**config.mk**
```make
export PLATFORM = sky130hd
export DESIGN_NAME = vec_elem_seq
export DESIGN_NICKNAME = d
export VERILOG_FILES = /design/src/vec_pkg.sv /design/src/vec_elem_seq.sv
export SDC_FILE = /design/constraint.sdc
export NUM_CORES = 1
export LEC_CHECK = 0
export BUFFER_PORTS_ARGS = -buffer_cell sky130_fd_sc_hd__buf_4
export CAP_MARGIN = 0
export CORE_MARGIN = 2
export CORE_UTILIZATION = 55
export DETAILED_ROUTE_END_ITERATION = 16
export PLACE_DENSITY_LB_ADDON = 0.12
export SYNTH_ARGS = -nofsm -noshare
export SYNTH_HDL_FRONTEND = slang
export SYNTH_SLANG_ARGS = --single-unit
```
**constraint.sdc**
```tcl
create_clock -name CLK -period 5.2 [get_ports CLK]
set_input_delay 1.3 -clock CLK [delete_from_list [all_inputs] [get_ports CLK]]
set_output_delay 1.3 -clock CLK [all_outputs]
set_load 0.03 [all_outputs]
```
**src/vec_pkg.sv**
```systemverilog
////////////////////////////////////////
// SEW fixed at 32 bits, no masking by v0
// vl and vstart never exceed VLMAX
////////////////////////////////////////
package vec_pkg;

  // sizes
  localparam int NUM_LANES  = 2;  // elements per beat
  localparam int VLMAX      = 8;  // elements per vector register
  localparam int NUM_VREGS  = 8;
  localparam int NUM_ROWS   = VLMAX / NUM_LANES;  // beat-wide rows per register
  localparam int LANE_SHIFT = $clog2(NUM_LANES);  // offset to row index

  typedef logic [31:0]                   elem_t;
  typedef logic [$clog2(NUM_VREGS)-1:0]  vreg_idx_t;
  typedef logic [$clog2(VLMAX):0]        offset_t;   // one extra bit so VLMAX fits
  typedef logic [$clog2(NUM_ROWS)-1:0]   row_idx_t;
  typedef elem_t [NUM_LANES-1:0]         row_t;      // lane 0 in the low word
  typedef logic [NUM_LANES-1:0]          lane_mask_t;

  // .vv forms compute vs2 op vs1, .vx forms vs2 op scalar
  typedef enum logic [2:0] {
    VOP_VID     = 3'd0,  // index + scalar
    VOP_VMV_VX  = 3'd1,  // splat scalar
    VOP_VADD_VV = 3'd2,
    VOP_VSUB_VV = 3'd3,
    VOP_VAND_VV = 3'd4,
    VOP_VOR_VV  = 3'd5,
    VOP_VXOR_VV = 3'd6,
    VOP_VADD_VX = 3'd7
  } vop_e;

  typedef struct packed {
    vop_e       op;
    vreg_idx_t  vd;
    vreg_idx_t  vs1;
    vreg_idx_t  vs2;
    elem_t      scalar;
    offset_t    vstart;  // first element written
    offset_t    vl;      // elements at or above vl untouched
  } vec_cmd_t;

  typedef struct packed {
    vop_e       op;
    vreg_idx_t  vd;
    vreg_idx_t  vs1;
    vreg_idx_t  vs2;
    elem_t      scalar;
    offset_t    offset;     // element index of lane 0
    lane_mask_t lane_mask;  // lanes to write
    logic       last;       // final beat of the instruction
  } vec_beat_t;

  typedef struct packed {
    vreg_idx_t  vd;
    offset_t    offset;
    row_t       data;
    lane_mask_t lane_mask;
    logic       last;
  } vec_result_t;

endpackage

```
**src/vec_elem_seq.sv**
```systemverilog
////////////////////////////////////////
// one command at a time, accepted only when the
// pipeline is empty; empty commands give no beats
////////////////////////////////////////
`timescale 1ns/1ps

module vec_elem_seq (
  input  logic               CLK,
  input  logic               nRST,
  input  vec_pkg::vec_cmd_t  cmd,
  input  logic               cmd_valid,
  output logic               cmd_ready,
  input  logic               advance,     // low stalls everything
  input  logic               pipe_empty,  // no beat in later stages
  output vec_pkg::vec_beat_t beat,
  output logic               beat_valid
);
  import vec_pkg::*;

  typedef enum logic {
    S_IDLE,
    S_RUN
  } seq_state_e;

  seq_state_e state;
  vec_cmd_t   cmd_q;      // held for the whole instruction
  offset_t    cur_off;    // lane 0 index of the next beat
  offset_t    next_off;
  offset_t    lane_idx;
  offset_t    start_off;
  lane_mask_t lane_mask;
  logic       cmd_fire;
  logic       cmd_empty;
  logic       last_beat;

  assign cmd_ready = (state == S_IDLE) & pipe_empty;
  assign cmd_fire  = cmd_valid & cmd_ready;

  // nothing to do when vl is 0 or vstart already past it
  assign cmd_empty = (cmd.vl == '0) | (cmd.vstart >= cmd.vl);

  // vstart rounded down to a beat boundary
  assign start_off = cmd.vstart & ~offset_t'(NUM_LANES - 1);

  assign next_off  = cur_off + offset_t'(NUM_LANES);
  assign last_beat = next_off >= cmd_q.vl;  // this beat reaches vl

  // lanes outside [vstart, vl) stay undisturbed
  always_comb begin
    lane_idx  = cur_off;
    lane_mask = '0;
    for (int i = 0; i < NUM_LANES; i++) begin
      lane_idx     = cur_off + offset_t'(i);
      lane_mask[i] = (lane_idx >= cmd_q.vstart) && (lane_idx < cmd_q.vl);
    end
  end

  // state, offset and valid
  always_ff @(posedge CLK, negedge nRST) begin
    if (!nRST) begin
      state      <= S_IDLE;
      cur_off    <= '0;
      beat_valid <= 1'b0;
    end else if (advance) begin
      case (state)
        S_IDLE: begin
          beat_valid <= 1'b0;  // drain the last beat
          if (cmd_fire && !cmd_empty) begin
            state   <= S_RUN;
            cur_off <= start_off;
          end
        end
        S_RUN: begin
          beat_valid <= 1'b1;
          cur_off    <= next_off;  // step by NUM_LANES
          if (last_beat) begin
            state <= S_IDLE;
          end
        end
        default: state <= S_IDLE;
      endcase
    end
  end

  // command and beat payload
  always_ff @(posedge CLK) begin
    if (cmd_fire) begin
      cmd_q <= cmd;
    end
    if (advance && state == S_RUN) begin
      beat.op        <= cmd_q.op;
      beat.vd        <= cmd_q.vd;
      beat.vs1       <= cmd_q.vs1;
      beat.vs2       <= cmd_q.vs2;
      beat.scalar    <= cmd_q.scalar;
      beat.offset    <= cur_off;
      beat.lane_mask <= lane_mask;
      beat.last      <= last_beat;
    end
  end

endmodule

```
==> results_dict.tcl <==
set metrics [dict create \
    postLayoutCoreUtil_pct 72.9 \
    wirelength_mm 5.79 \
    cts_tree "built" \
    place_area_mm2 0.00477 \
    grt_usage_pct 15.6 \
    maxCapViolations 0 \
    worstSetupEndpointType "output pin" \
    placedCellCount 397 \
    status "finished, final reports clean" \
    nFillCells 444 \
    worstMarginPinSlew_ns 1.15 \
    post_cts_buffers 0 \
    slew_headroom_pct 23.1 \
    arrival_ns 1.73 \
    core.rowCount 30 \
    setup_viol 0 \
    drtIter0Drc 95 \
    ctsHoldBuffers 0 \
    cp_cell_sequence "buf_4, nor2b_1, buf_4" \
    synth_area_leaders "edfxtp_1 80%, ha_1 6.8%, dfrtp_1 3.2%, inv_1 1.9%, nand2_1 0.88%" \
    path_delay_family "buffers and inverters" \
    finalSetupTns_ns 0 \
    worstSetupStartpointType "primary input" \
    final_cells 413 \
    ir_drop_mv 0.245 \
    synth_area_mm2 0.00385 \
    hold_class "register to register" \
    cp_common_cell "buf_4" \
    wl_per_cell_um 14.0 \
    rsz0062_at_grt "no" \
    clkTransAtPathRegs_ns 0.11 \
    antenna_cells 0 \
    areaGrowthSynthToFinish_pct 28.6 \
    design_area_mm2 0.00495 \
    pre_cts_ws_ns 2.13 \
    pin_count 110 \
    yosys_warnings 0 \
    worstPathRequired_ns 3.90 \
    drv_slew 0 \
    grt-ovfl-total 0 \
    yosysTopAreaCell "edfxtp_1" \
    cp_slowest_cell "buf_4" \
    grt_start_max_net_pins 56 \
    cts_inserted_buffers 9 \
    port_buffers 108 \
    drc 0 \
    grt_pass1_vias 1889 \
    syn_nets 273 \
    synth_top_area_share_pct 79.6 \
    total_power_mw 2.09 \
    period_share_pct 58.3 \
    criticalPathCategory "primary input to output pin" \
    dieArea_mm2 0.00769 \
    gp_congestion 0.822 \
    die_y_um 87.7 \
    setup_ws_ns 2.17 \
    place_hpwl_mm 4.06 \
    layout-drive-gt1-share_pct 41.0 \
    cts_buffer_depth 2 \
    synthCells 195 \
    clk_latency_ns 0.36 \
    grt_pass1_wl_mm 8.78 \
    first_pass_iters 5 \
    min_period_ns 3.03 \
    p_leak_nw 2.00 \
    cp_max_fo 2 \
    fin_hold_ws_ns 0.411 \
    timing.rr.start "state" \
    die_w_um 87.7 \
    worstSetupStartpoint "pipe_empty" \
    synth_cell_type_count 33 \
    synth-seq-cells 107 \
    synth.avg_cell_area_um2 19.7 \
    antenna_left 0 \
    core_region_area_mm2 0.00679 \
    hold_start "cmd_q[11]" \
    cts_resized 0 \
    ys_seq_area_share_pct 82.8 \
    crit_buf_inv 2 \
    vias 1976 \
    h-tree-depth 3 \
    routed_via_density 4.78 \
    cts_root_buf "clkbuf_8" \
    final_net_count 390 \
    antenna_found_initial 0 \
    fmax_ghz 0.330 \
    finClkSkew_ns 0.0148 \
    finalHoldViolCount 0 \
    max_stage_delay_ns 0.19 \
    power_density_mw_per_mm2 422 \
    cts_sinks 107 \
    start_util_pct 56.7 \
]
==> cell usage after synthesis <==
library cell  count
nor2_1            1
or4_4             1
o22ai_1           1
a31oi_4           1
buf_4             1
o221ai_1          1
o21ai_0           5
o31ai_1           1
or3b_2            1
ha_1             21
nor2b_1           3
o2111a_1          1
a21o_1            3
xor2_1            1
o2111ai_1         1
clkbuf_1          1
dfrtp_1           5
and4b_4           1
mux2i_1           2
a31oi_1           1
nand2_1           9
nand4_1           1
o311ai_0          1
inv_1            20
o21a_1            1
nand2b_1          1
conb_1            1
a21oi_1           1
nand3_1           1
edfxtp_1        102
nand4b_1          1
a21boi_0          1
a221oi_1          2
==> power breakdown <==
part           switching, mW  internal (mW)  leakage, nW
Combinational          0.290          0.187        0.903
Clock                  0.276          0.182       0.0921
Sequential            0.0573           1.10         1.00
==> per-layer routing <==
layer / vias to the layer above / track usage (%) / routed length [um]
li1: 971 / - / -
met1: 927 / 20.2 / 2420
met2: 69 / 25.2 / 2980
met3: 9 / 4.05 / 309
met4: 0 / 6.71 / 79
met5: - / 0 / 0
==> registers in the layout, indices dropped and copies added (netlist names) <==
name        flops
cmd_q          52
cur_off         3
beat           50
state           1
beat_valid      1
==> final cells by class <==
type / count / area (um2) / area share (%)
Tap cell: 96 / 120 / 2.43
Sequential cell: 107 / 3190 / 64.4
Clock inverter: 7 / 58.8 / 1.19
Timing Repair Buffer: 108 / 811 / 16.4
Multi-Input combinational cell: 66 / 576 / 11.6
Inverter: 20 / 75.1 / 1.52
Clock buffer: 9 / 124 / 2.50
==> logic make-up after synthesis <==
kind of cell	after synthesis	synth area share (%)
other	1	0.0974
multiplexers	2	0.520
XOR/XNOR	1	0.228
adder cells (fa/ha/maj)	21	6.82
flip-flops	107	82.8
AO/OA/AOI/OAI	21	4.26
buffers and inverters	22	2.24
AND/OR/NAND/NOR	20	3.02
==> worst paths after layout <==
| kind | endpoint | slack (ns) | cells past startpoint |
|---|---|---|---|
| setup / recovery | cmd_ready | 2.17 | 3 |
| hold / removal | beat[10] | 0.41 | 0 |
| setup reg to reg | cur_off[1] | 3.10 | 5 |
| hold reg to reg | beat[10] | 0.41 | 0 |
| max in group asynchronous | cur_off[3] | 4.36 | 1 |
| min in group asynchronous | beat_valid | 0.73 | 1 |
==> placed cells by master (no fill, tap or decap), drive strengths merged, types with 2 or more instances in the layout <==
cell type	netlist	layout
clkinv	0	3
ha	21	21
o21ai	5	5
nor2b	3	3
a221oi	2	2
mux2i	2	2
buf	1	108
inv	20	23
clkbuf	1	9
nand2	9	9
a21o	3	3
dfrtp	5	5
edfxtp	102	102
a31oi	2	2
Power figures use the tool's default switching activity.
