==> config.mk <==
export PLATFORM = sky130hd
export DESIGN_NAME = vec_lane_alu
export DESIGN_NICKNAME = d
export VERILOG_FILES = /design/src/vec_pkg.sv /design/src/vec_lane_alu.sv
export SDC_FILE = /design/constraint.sdc
export NUM_CORES = 1
export LEC_CHECK = 0
export BUFFER_PORTS_ARGS = -buffer_cell sky130_fd_sc_hd__clkbuf_2
export CAP_MARGIN = 15
export CORE_AREA = 2 2 190 192
export CTS_BUF_LIST = sky130_fd_sc_hd__clkbuf_8 sky130_fd_sc_hd__clkbuf_16
export DETAILED_ROUTE_END_ITERATION = 7
export DIE_AREA = 0 0 192 194
export PLACE_DENSITY = 0.64
export SKIP_LAST_GASP = 1
export SLEW_MARGIN = 20
export SYNTH_ARGS = -nofsm -noshare
export SYNTH_HDL_FRONTEND = slang
export SYNTH_SLANG_ARGS = --single-unit
==> constraint.sdc <==
create_clock -name CLK -period 1 [get_ports CLK]
set_input_delay 0.1 -clock CLK [delete_from_list [all_inputs] [get_ports CLK]]
set_output_delay 0.1 -clock CLK [all_outputs]
set_load 0.01 [all_outputs]
==> src/vec_pkg.sv <==
////////////////////////////////////////
// SEW fixed at 32 bits, no masking by v0
// vl and vstart never exceed VLMAX
////////////////////////////////////////
package vec_pkg;

  // sizes
  localparam int NUM_LANES  = 2;  // elements per beat
  localparam int VLMAX      = 8;  // elements per vector register
  localparam int NUM_VREGS  = 8;
  localparam int NUM_ROWS   = VLMAX / NUM_LANES;  // beat-wide rows per register
  localparam int LANE_SHIFT = $clog2(NUM_LANES);  // offset to row index

  typedef logic [31:0]                   elem_t;
  typedef logic [$clog2(NUM_VREGS)-1:0]  vreg_idx_t;
  typedef logic [$clog2(VLMAX):0]        offset_t;   // one extra bit so VLMAX fits
  typedef logic [$clog2(NUM_ROWS)-1:0]   row_idx_t;
  typedef elem_t [NUM_LANES-1:0]         row_t;      // lane 0 in the low word
  typedef logic [NUM_LANES-1:0]          lane_mask_t;

  // .vv forms compute vs2 op vs1, .vx forms vs2 op scalar
  typedef enum logic [2:0] {
    VOP_VID     = 3'd0,  // index + scalar
    VOP_VMV_VX  = 3'd1,  // splat scalar
    VOP_VADD_VV = 3'd2,
    VOP_VSUB_VV = 3'd3,
    VOP_VAND_VV = 3'd4,
    VOP_VOR_VV  = 3'd5,
    VOP_VXOR_VV = 3'd6,
    VOP_VADD_VX = 3'd7
  } vop_e;

  typedef struct packed {
    vop_e       op;
    vreg_idx_t  vd;
    vreg_idx_t  vs1;
    vreg_idx_t  vs2;
    elem_t      scalar;
    offset_t    vstart;  // first element written
    offset_t    vl;      // elements at or above vl untouched
  } vec_cmd_t;

  typedef struct packed {
    vop_e       op;
    vreg_idx_t  vd;
    vreg_idx_t  vs1;
    vreg_idx_t  vs2;
    elem_t      scalar;
    offset_t    offset;     // element index of lane 0
    lane_mask_t lane_mask;  // lanes to write
    logic       last;       // final beat of the instruction
  } vec_beat_t;

  typedef struct packed {
    vreg_idx_t  vd;
    offset_t    offset;
    row_t       data;
    lane_mask_t lane_mask;
    logic       last;
  } vec_result_t;

endpackage

==> src/vec_lane_alu.sv <==
////////////////////////////////////////
// 32-bit lanes, arithmetic wraps
////////////////////////////////////////
`timescale 1ns/1ps

module vec_lane_alu (
  input  logic                 CLK,
  input  logic                 nRST,
  input  logic                 advance,
  input  vec_pkg::vec_beat_t   beat,
  input  logic                 beat_valid,
  input  vec_pkg::row_t        row_a,   // vs1 elements
  input  vec_pkg::row_t        row_b,   // vs2 elements
  output vec_pkg::vec_result_t res,
  output logic                 res_valid
);
  import vec_pkg::*;

  row_t  lane_res;
  elem_t lane_idx;

  // one result per lane
  always_comb begin
    lane_res = '0;
    lane_idx = '0;
    for (int i = 0; i < NUM_LANES; i++) begin
      lane_idx = elem_t'(beat.offset) + elem_t'(i);  // element index of this lane
      case (beat.op)
        VOP_VID:     lane_res[i] = lane_idx + beat.scalar;
        VOP_VMV_VX:  lane_res[i] = beat.scalar;
        VOP_VADD_VV: lane_res[i] = row_b[i] + row_a[i];
        VOP_VSUB_VV: lane_res[i] = row_b[i] - row_a[i];  // vs2 - vs1
        VOP_VAND_VV: lane_res[i] = row_b[i] & row_a[i];
        VOP_VOR_VV:  lane_res[i] = row_b[i] | row_a[i];
        VOP_VXOR_VV: lane_res[i] = row_b[i] ^ row_a[i];
        VOP_VADD_VX: lane_res[i] = row_b[i] + beat.scalar;
        default:     lane_res[i] = '0;
      endcase
    end
  end

  // output stage valid
  always_ff @(posedge CLK, negedge nRST) begin
    if (!nRST) begin
      res_valid <= 1'b0;
    end else if (advance) begin
      res_valid <= beat_valid;
    end
  end

  // output stage payload, held under back-pressure
  always_ff @(posedge CLK) begin
    if (advance) begin
      res.vd        <= beat.vd;
      res.offset    <= beat.offset;
      res.data      <= lane_res;
      res.lane_mask <= beat.lane_mask;
      res.last      <= beat.last;
    end
  end

endmodule

==> results.toml <==
[power]
leakagePower_uw = 0.01142
p_int_uw = 12570
clockPowerShare_pct = 18.2
switchingPower_uw = 8667
p_comb_share_pct = 62.4
power.share.sequential_pct = 19.5
switching_share_pct = 40.81
p_total_uw = 21240
power_density_nw_per_um2 = 895.1
ir_worst_vdd_mv = 1.028

[sta]
tightest_slew_ps = 910.2
finalCritPeriodShare_pct = 372.6
worst_slack_ps = -2726
fin_skew_ps = 0
relSlewSlack_pct = 39.32
layout_min_cycle_time_ps = 3726
hold_violations = 0
finalSetupTns_ps = -126300
fmax_mhz = 268.4
setup_viol = 82
maxSlewViolCount = 0
rsz0062_at_grt = "yes"

[min_path]
hp-class = "primary input to async pin"

[logic_synthesis]
synth_cells = 1835
synthXorXnorAreaFrac_pct = 8.491
synthTopCellsByArea = "ha_1 21%, edfxtp_1 16%, a21oi_1 6.8%"
synth_top_family_by_area = "compound AO/OA/AOI/OAI gates"
yosys_warnings = 0
synth_top_cell_by_area = "ha_1"
syn_nets = 2255
synth-edff-count = 74
synth.avg_cell_area_um2 = 7.620
synthAdderAreaFrac_pct = 21.42
ys_seq_area_share_pct = 16.07
synthFlopType = "edfxtp_1"
synth.distinct_cells = 85
async_reset_ff_share_pct = 1.333
synthMuxAreaShare_pct = 1.378
synth-seq-cells = 75
synth_compound_area_share_pct = 29.88
synth-simple-area-share_pct = 16.08
synth.top_cell.area_share_pct = 20.85
synth_area_um2 = 13980

[finish]
syn2layout_area_growth_pct = 69.69
drive_above_1_share_pct = 47.49
finalNetCount = 3121
stdcell_area_um2 = 23730
final_cells = 3167
fillers = 2864
antennaDiodeCount = 0

[die]
core_um2 = 35220
die-area_um2 = 37250
io_pins = 258
die_y_um = 194
start_util_pct = 39.70
die_w_um = 192
core.rowCount = 69

[worst_setup_path]
endpoint = "res[65]"
rr_startpoint = "res_valid"
crit_required_ps = 1140
cp_max_fo = 4
startpoint = "row_a[39]"
timing.rr.end = "res_valid"
reg2reg_depth = 1
crit_type = "primary input to register"
cp-start-kind = "primary input"
crit_arrival_ps = 3870
cp-end-kind = "register"
reg2reg_setup_slack_ps = 250

[drt]
totalWireLength_um = 66270
vias_per_cell = 5.823
drt_iter0_markers = 1485
wl_per_cell_um = 20.93
first_pass_iters = 5
vias = 18440
drcViolationCount = 0
antenna_left = 0

[run]
maxCapViolCount = 0

[clocking]
cts_buffers = 9
cts_tree = "done"
cts_root_buf = "clkbuf_16"
cts_max_level = 3
cts.sinks = 75
clkTransAtPathRegs_ps = 70
clock_latency_ps = 380
clockBufferDepth = 2

[grt]
grt_max_degree = 67
gr-total-overflow = 0
grt_use_total_pct = 33.84
grt_pass1_wl_um = 97150
grt_pass1_vias = 18360
antenna_found_initial = 1

[run_status]
violations = "setup timing"
status = "finished with violations"

[place]
dp_hpwl_um = 50010
io_buffers = 251
dp.cells = 3052
postPlaceCellArea_um2 = 20620
place.gp.congestion = 0.9520
-- state kept, by name, summed over array words and instances, names as in the netlist --
signal     count
res           74
res_valid      1
-- worst max-delay path: stages --
cell,delay (ps)
buf_6,100
nor4_4,340
buf_4,180
nand4_4,120
nor4_4,330
nand3_2,140
nor3_4,210
nand3_2,140
nor3_2,200
o31ai_1,110
a22o_1,230
ha_4,260
and4_4,150
and2_4,140
o21ai_4,170
nand2_2,90
o21ai_4,220
a21oi_2,100
and4b_1,200
or3_1,330
-- power by group through the flow --
| stage | combinational [uW] | clock, uW | sequential (uW) |
|---|---|---|---|
| after CTS | 12000 | 3910 | 4140 |
| after floorplan | 5390 | 0 | 4410 |
| after global routing | 14100 | 3990 | 4170 |
| after detailed placement | 10700 | 0 | 4200 |
| final | 13200 | 3860 | 4140 |
| after global placement | 10600 | 0 | 4200 |
-- kinds of logic after synthesis --
family | Yosys count
AO/OA/AOI/OAI | 651
multiplexers | 19
AND/OR/NAND/NOR | 473
XOR/XNOR | 134
adder cells (fa/ha/maj) | 237
flip-flops | 75
buffers and inverters | 246
-- what timing repair did --
item | 4_1_cts | 5_1_grt
buffers inserted | 61 | 42
gates cloned | 1 | 0
endpoints found under the hold margin | 9 | 0
pin swaps | 152 | 185
resized for setup | 213 | 196
endpoints found under the setup margin | 102 | 127
hold buffers | 9 | 0
-- layout by cell type (no fill, tap or decap), drive strengths merged, types with 16 or more instances in the layout --
master    n
a21o     41
nand3    40
nor3     43
and3     18
buf     689
o21ai   129
a221oi   29
ha      233
a31oi    19
a21oi   191
edfxtp   74
xnor2    84
mux2i    17
o21a     28
a211oi   43
nand4    16
inv     159
nand2   133
xor2     49
clkbuf  251
a22oi    17
o22ai    55
nor2    151
-- metal layers --
layer	GRT usage [%]	part of all wire, %	vias up
met3	4.543	6.9	270
met5	0	0.017	-
met2	58.54	47	917
met4	20.67	7.4	2
li1	-	-	8488
met1	39.33	38	8766
-- per-stage QoR --
| stage | hold slack, ps | utilization (%) | worst slack, ps |
|---|---|---|---|
| final | 20.13 | 67.36 | -2726 |
| after global routing | 14.30 | 67.36 | -2856 |
| after CTS | 16.46 | 63.98 | -2651 |
| after detailed placement | -122.0 | 58.53 | -3136 |
| after global placement | -124.8 | 58.53 | -3080 |
| after floorplan | -195.6 | - | -2647 |
-- worst min-delay path by stage --
| stage | from | end | slack (ps) |
|---|---|---|---|
| 6_report | nRST | res_valid | 20 |
| 3_5_place_dp | nRST | res_valid | -120 |
| 5_1_grt | nRST | res_valid | 10 |
| 2_1_floorplan | nRST | res_valid | -200 |
| 4_1_cts | nRST | res_valid | 20 |
| 3_3_place_gp | nRST | res_valid | -120 |
-- synthesized netlist by cell type (5+ instances only) --
master,n
o311ai_0,7
buf_1,17
nor4_1,5
mux2i_1,17
inv_1,159
nand2_1,133
nor2b_1,8
nor2_1,151
a21o_1,41
clkbuf_1,64
a21oi_1,190
a211oi_1,43
o31ai_1,5
o22ai_1,55
edfxtp_1,74
a21boi_0,5
nor3_1,42
o221ai_1,8
and3_1,18
o41ai_1,7
xnor2_1,84
xor2_1,49
or3_1,11
o21ai_0,125
nand2b_1,15
a22oi_1,17
o21bai_1,13
o211ai_1,9
ha_1,233
a31oi_1,19
nand4_1,15
nand3_1,40
a22o_1,6
and2_1,9
o21a_1,28
a221oi_1,28
and4_1,7
-- final cells by class --
| cell class | count | area, um^2 | share of cell area, % |
|---|---|---|---|
| timing repair buffer | 940 | 7027 | 29.61 |
| clock buffer | 10 | 239.0 | 1.007 |
| tap | 461 | 576.8 | 2.431 |
| sequential | 75 | 2247 | 9.471 |
| multi-input combinational | 1514 | 12870 | 54.26 |
| inverter | 161 | 681.9 | 2.874 |
| clock inverter | 6 | 81.33 | 0.3428 |
Note: power is estimated with default switching activity, not from simulation.
