==> config.mk <==
export PLATFORM = sky130hd
export DESIGN_NAME = vec_regfile
export DESIGN_NICKNAME = d
export VERILOG_FILES = /design/src/vec_pkg.sv /design/src/vec_regfile.sv
export SDC_FILE = /design/constraint.sdc
export NUM_CORES = 2
export LEC_CHECK = 0
export BUFFER_PORTS_ARGS = -buffer_cell sky130_fd_sc_hd__buf_2
export CAP_MARGIN = 40
export CORE_MARGIN = 2
export CORE_UTILIZATION = 35
export CTS_CLUSTER_SIZE = 12
export DETAILED_ROUTE_END_ITERATION = 7
export SYNTH_ARGS = -nofsm -noshare
export SYNTH_HDL_FRONTEND = slang
export SYNTH_SLANG_ARGS = --single-unit
==> constraint.sdc <==
create_clock -name CLK -period 3.9 [get_ports CLK]
set_input_delay 0.39 -clock CLK [delete_from_list [all_inputs] [get_ports CLK]]
set_output_delay 0.39 -clock CLK [all_outputs]
set_load 0.005 [all_outputs]
==> src/vec_pkg.sv <==
////////////////////////////////////////
// SEW fixed at 32 bits, no masking by v0
// vl and vstart never exceed VLMAX
////////////////////////////////////////
package vec_pkg;

  // sizes
  localparam int NUM_LANES  = 2;  // elements per beat
  localparam int VLMAX      = 8;  // elements per vector register
  localparam int NUM_VREGS  = 8;
  localparam int NUM_ROWS   = VLMAX / NUM_LANES;  // beat-wide rows per register
  localparam int LANE_SHIFT = $clog2(NUM_LANES);  // offset to row index

  typedef logic [31:0]                   elem_t;
  typedef logic [$clog2(NUM_VREGS)-1:0]  vreg_idx_t;
  typedef logic [$clog2(VLMAX):0]        offset_t;   // one extra bit so VLMAX fits
  typedef logic [$clog2(NUM_ROWS)-1:0]   row_idx_t;
  typedef elem_t [NUM_LANES-1:0]         row_t;      // lane 0 in the low word
  typedef logic [NUM_LANES-1:0]          lane_mask_t;

  // .vv forms compute vs2 op vs1, .vx forms vs2 op scalar
  typedef enum logic [2:0] {
    VOP_VID     = 3'd0,  // index + scalar
    VOP_VMV_VX  = 3'd1,  // splat scalar
    VOP_VADD_VV = 3'd2,
    VOP_VSUB_VV = 3'd3,
    VOP_VAND_VV = 3'd4,
    VOP_VOR_VV  = 3'd5,
    VOP_VXOR_VV = 3'd6,
    VOP_VADD_VX = 3'd7
  } vop_e;

  typedef struct packed {
    vop_e       op;
    vreg_idx_t  vd;
    vreg_idx_t  vs1;
    vreg_idx_t  vs2;
    elem_t      scalar;
    offset_t    vstart;  // first element written
    offset_t    vl;      // elements at or above vl untouched
  } vec_cmd_t;

  typedef struct packed {
    vop_e       op;
    vreg_idx_t  vd;
    vreg_idx_t  vs1;
    vreg_idx_t  vs2;
    elem_t      scalar;
    offset_t    offset;     // element index of lane 0
    lane_mask_t lane_mask;  // lanes to write
    logic       last;       // final beat of the instruction
  } vec_beat_t;

  typedef struct packed {
    vreg_idx_t  vd;
    offset_t    offset;
    row_t       data;
    lane_mask_t lane_mask;
    logic       last;
  } vec_result_t;

endpackage

==> src/vec_regfile.sv <==
////////////////////////////////////////
// rows are NUM_LANES wide and beat aligned
// same-cycle write data bypasses to the reads
////////////////////////////////////////
`timescale 1ns/1ps

module vec_regfile (
  input  logic                 CLK,
  input  logic                 nRST,
  input  logic                 advance,
  input  vec_pkg::vec_beat_t   beat_in,
  input  logic                 beat_in_valid,
  output vec_pkg::vec_beat_t   beat_out,
  output logic                 beat_out_valid,
  output vec_pkg::row_t        row_a,   // vs1
  output vec_pkg::row_t        row_b,   // vs2
  input  vec_pkg::vec_result_t wr,
  input  logic                 wr_en
);
  import vec_pkg::*;

  row_t     mem [NUM_VREGS][NUM_ROWS];
  row_idx_t rd_row;
  row_idx_t wr_row;
  logic     hit_a;
  logic     hit_b;
  row_t     rd_a;
  row_t     rd_b;

  // masked lanes of new data over an old row
  function automatic row_t merge_row(row_t old_row, logic hit, row_t data, lane_mask_t mask);
    row_t r;
    r = old_row;
    if (hit) begin
      for (int i = 0; i < NUM_LANES; i++) begin
        if (mask[i]) begin
          r[i] = data[i];
        end
      end
    end
    return r;
  endfunction

  assign rd_row = row_idx_t'(beat_in.offset >> LANE_SHIFT);
  assign wr_row = row_idx_t'(wr.offset >> LANE_SHIFT);

  // read hits the row written this cycle
  assign hit_a = wr_en && (wr.vd == beat_in.vs1) && (wr_row == rd_row);
  assign hit_b = wr_en && (wr.vd == beat_in.vs2) && (wr_row == rd_row);

  assign rd_a = merge_row(mem[beat_in.vs1][rd_row], hit_a, wr.data, wr.lane_mask);
  assign rd_b = merge_row(mem[beat_in.vs2][rd_row], hit_b, wr.data, wr.lane_mask);

  // storage, all registers start at zero
  always_ff @(posedge CLK, negedge nRST) begin
    if (!nRST) begin
      for (int v = 0; v < NUM_VREGS; v++) begin
        for (int r = 0; r < NUM_ROWS; r++) begin
          mem[v][r] <= '0;
        end
      end
    end else if (wr_en) begin
      mem[wr.vd][wr_row] <= merge_row(mem[wr.vd][wr_row], 1'b1, wr.data, wr.lane_mask);
    end
  end

  always_ff @(posedge CLK, negedge nRST) begin
    if (!nRST) begin
      beat_out_valid <= 1'b0;
    end else if (advance) begin
      beat_out_valid <= beat_in_valid;
    end
  end

  // rows travel with their beat
  always_ff @(posedge CLK) begin
    if (advance) begin
      beat_out <= beat_in;
      row_a    <= rd_a;
      row_b    <= rd_b;
    end
  end

endmodule

==> summary.md <==
| Metric | Value |
|---|---|
| Total power | `0.0706 W` |
| Postcts setup bufs | `0` |
| First-pass GRT wire length | `738 mm` |
| DRC Markers | `30` |
| CP required | `4.71 ns` |
| Reg-to-reg endpoint | `mem[1295]$_DFFE_PN0P_` |
| Worst slew margin | `0.223` |
| Final min period | `2.71 ns` |
| Critical path peak fanout | `14` |
| Max Cap Violations | `0` |
| FF-to-FF Start | `mem[975]$_DFFE_PN0P_` |
| Via density | `6.37` |
| Clock slew at reported path FFs | `0.06 ns` |
| Hold WS | `0.0592 ns` |
| Total power per unit cell area | `483 mW/mm2` |
| Synth warn | `0` |
| Fraction of layout cells with a size suffix above 1 | `0.284` |
| Final hold vios | `0` |
| Number of synthesized flops with an enable pin | `179` |
| Post-synthesis async set-or-reset flop share | `0.920` |
| H-tree lvl count | `4` |
| Reg2Reg Depth | `6` |
| Die area | `0.365 mm2` |
| Post-layout util | `0.407` |
| Num ports | `310` |
| Initial core utilization | `0.352` |
| Clk pwr share | `0.349` |
| Vias in the first global route | `97286` |
| Final setup fails | `0` |
| Top cells by area, synth | `dfrtp_1 41%, mux4_2 27%, o21ai_0 7.7%, nand2_1 6.5%, edfxtp_1 4.3%` |
| Worst path slowest cell | `mux4_2` |
| Synth Cell Area | `0.126 mm2` |
| CP dominant cell by count | `mux4_2` |
| Setup Skew | `0.0506 ns` |
| Primary FF master, synth | `dfrtp_1` |
| Hold EP | `beat_out[39]$_DFFE_PP_` |
| Die Width | `604 um` |
| R2R setup slack | `1.19 ns` |
| Setup Crit Path Kind | `reg2reg` |
| Clk_lat worst skew | `0.99 ns` |
| Clock sinks | `2228` |
| FP Rows | `220` |
| Crit end category | `flip-flop` |
| Vias | `100332` |
| Netlist cell types | `53` |
| Setup TNS | `0 ns` |
| Net Sw Power | `0.0216 W` |
| Crit-path cells | `mux4_2 -> mux4_2 -> mux2_2 -> mux2i_2 -> buf_4 -> o21ai_0` |
| Routed len/inst | `32.8 um` |
| Worst path buffer plus inverter count | `1` |
| Synth top area share | `0.406` |
| I/O Buffers | `306` |
| HPWL after detailed placement | `320 mm` |
| Max VDD drop | `469 uV` |
| Post-route setup slack | `1.19 ns` |
| GP Congestion | `0.912` |
| Tightest Pin Transition | `1.17 ns` |
| Layout area overhead | `15.9%` |
| Root buffer cell | `clkbuf_16` |
| CP delay by family, top | `multiplexers` |
| Largest net degree at the start of global routing | `183` |
| Worst Hold Launch | `beat_in[39]` |
| Worst Path Arrival | `3.52 ns` |
| Dpl ws | `0.403 ns` |
| Mean Syn Cell Area | `11.8 um2` |
| Yosys top cell by area | `dfrtp_1` |
| Sw Share | `0.306` |
| Critical Path Start | `mem[975]$_DFFE_PN0P_` |
| Unrepaired setup endpoints after global routing | `false` |
| ANT nets after route | `0` |
| Clock buffer count from CTS | `245` |
| Cts-stage hold buffer count | `108` |
| Mapped Cells | `10677` |
| Final worst-path cycle share | `0.694` |
| Total track usage | `0.280` |
| CTS tree | `done` |
| Failing checks | `DRC` |
| Hold Crit Class | `in2reg` |
| Pre-antenna DRT Iters | `8` |
| Total routed wirelength | `516 mm` |
| WHS Path Cells | `2` |
| Flop pwr share | `0.435` |
| Combinational share of power | `0.216` |
| Die outline height | `604 um` |
| Antenna violations before repair | `54` |
| Startpoint Class | `flip-flop` |
| Sequential area share after synthesis | `0.449` |
| Max-slew violation count | `0` |
| Static leakage | `59.8 nW` |
| Initial DRC count | `12580` |
| Max clock buf depth | `4` |
| Global route overflow | `0` |
| Post-synth net total | `10807` |
| Core box area | `0.359 mm2` |
| Synth Register Bits | `2228` |
| Max Freq | `0.369 GHz` |
| Post_cts resized | `0` |
| Nets | `10886` |
| CP peak stage delay | `0.52 ns` |
| Int Power | `0.0490 W` |
| Status | `finished, violations left` |
==> worst reg2reg max path, delay by kind of cell (launching register included) <==
kind,cells,cell delay (ns)
muxes,4,1.71
DFF,1,0.42
buffers and inverters,1,0.30
AOI/OAI and AO/OA,1,0.14
==> how the worst max path moves through the flow <==
| stage | endpoint | slack [ns] | cells after the start |
|---|---|---|---|
| detailed placement | mem[173]$_DFFE_PN0P_ | 0.40 | 9 |
| global route | mem[1295]$_DFFE_PN0P_ | 1.16 | 6 |
| finish | mem[1295]$_DFFE_PN0P_ | 1.19 | 6 |
| global placement | row_a[52]$_DFFE_PP_ | 0.41 | 9 |
| floorplan | mem[1950]$_DFFE_PN0P_ | 0.72 | 9 |
| CTS | mem[1295]$_DFFE_PN0P_ | 1.26 | 6 |
==> per-stage QoR <==
step                instances  cell area (um2)
detailed placement      15174           137000
global route            15728           146000
CTS                     15725           146000
finish                  15759           146000
global placement        15168           137000
floorplan               10677           126000
==> registers in the layout, indices dropped and copies added (netlist names) <==
name	cells
row_a	64
row_b	64
beat_out_valid	1
beat_out	51
mem	2048
==> synth_stat cells, drive strengths merged (32+ instances only) <==
| cell type | instances |
|---|---|
| o21ai | 2135 |
| nor3 | 53 |
| a211oi | 40 |
| nand3 | 49 |
| o221ai | 47 |
| a22oi | 76 |
| nand2 | 2175 |
| a221oi | 75 |
| nor2 | 39 |
| dfrtp | 2049 |
| mux2 | 114 |
| a211o | 32 |
| a221o | 34 |
| mux2i | 308 |
| o22ai | 199 |
| edfxtp | 179 |
| a21oi | 78 |
| a22o | 85 |
| mux4 | 1528 |
| or4 | 37 |
| buf | 250 |
| clkbuf | 945 |
==> logic make-up after synthesis <==
kind of cell              synth area share
DFF                                  0.449
and+or+nand+nor                     0.0766
xor gates and xnor gates          0.000555
muxes                                0.308
AOI/OAI and AO/OA                    0.127
buffers and inverters               0.0393
==> final cells by class <==
class | count | area (um2)
inverters | 5 | 22.5
multi-input cells | 7249 | 65400
clock buffers | 362 | 7340
diodes | 34 | 85.1
well taps | 4773 | 5970
repair buffers | 1027 | 9720
flip-flops and latches | 2228 | 56600
fillers | 33883 | 213000
clock inverters | 81 | 1010
==> power groups by stage <==
| stage | sequential [W] | combinational, W | clock [W] |
|---|---|---|---|
| 6_report | 0.0307 | 0.0152 | 0.0246 |
| 5_1_grt | 0.0312 | 0.0164 | 0.0258 |
| 4_1_cts | 0.0306 | 0.0151 | 0.0249 |
| 3_5_place_dp | 0.0310 | 0.0150 | 0 |
| 3_3_place_gp | 0.0308 | 0.0147 | 0 |
| 2_1_floorplan | 0.0298 | 0.0104 | 0 |
==> cell usage in the layout, fill, tap and decap left out, types with 30 or more instances in the layout <==
cell and n:
nor2_1 30, or4_1 37, buf_4 428, mux4_2 1528
o22ai_1 199, clkbuf_1 49, mux2_2 114, o21ai_0 1938
a221o_1 34, a211oi_1 40, a21oi_1 78, buf_2 289
a22oi_1 76, a221oi_1 75, dfrtp_1 2049, o221ai_1 47
clkbuf_16 253, diode_2 34, clkinv_2 42, o21ai_1 195
a22o_1 85, buf_12 184, a211o_1 32, nand2_1 2151
edfxtp_1 179, mux2i_2 62, clkbuf_8 61, mux2i_1 244
dlygate4sd3_1 108, nor3_1 51
==> layer usage <==
layer / vias up / share of wire / global-route usage / wire (um)
li1: 40722 / - / - / -
met1: 51179 / 0.36 / 0.356 / 188000
met2: 6629 / 0.44 / 0.414 / 226000
met3: 1764 / 0.12 / 0.0841 / 63100
met4: 38 / 0.075 / 0.184 / 38600
met5: - / 0.00047 / 0 / 242
No activity file was read; power rests on OpenSTA's default activity.
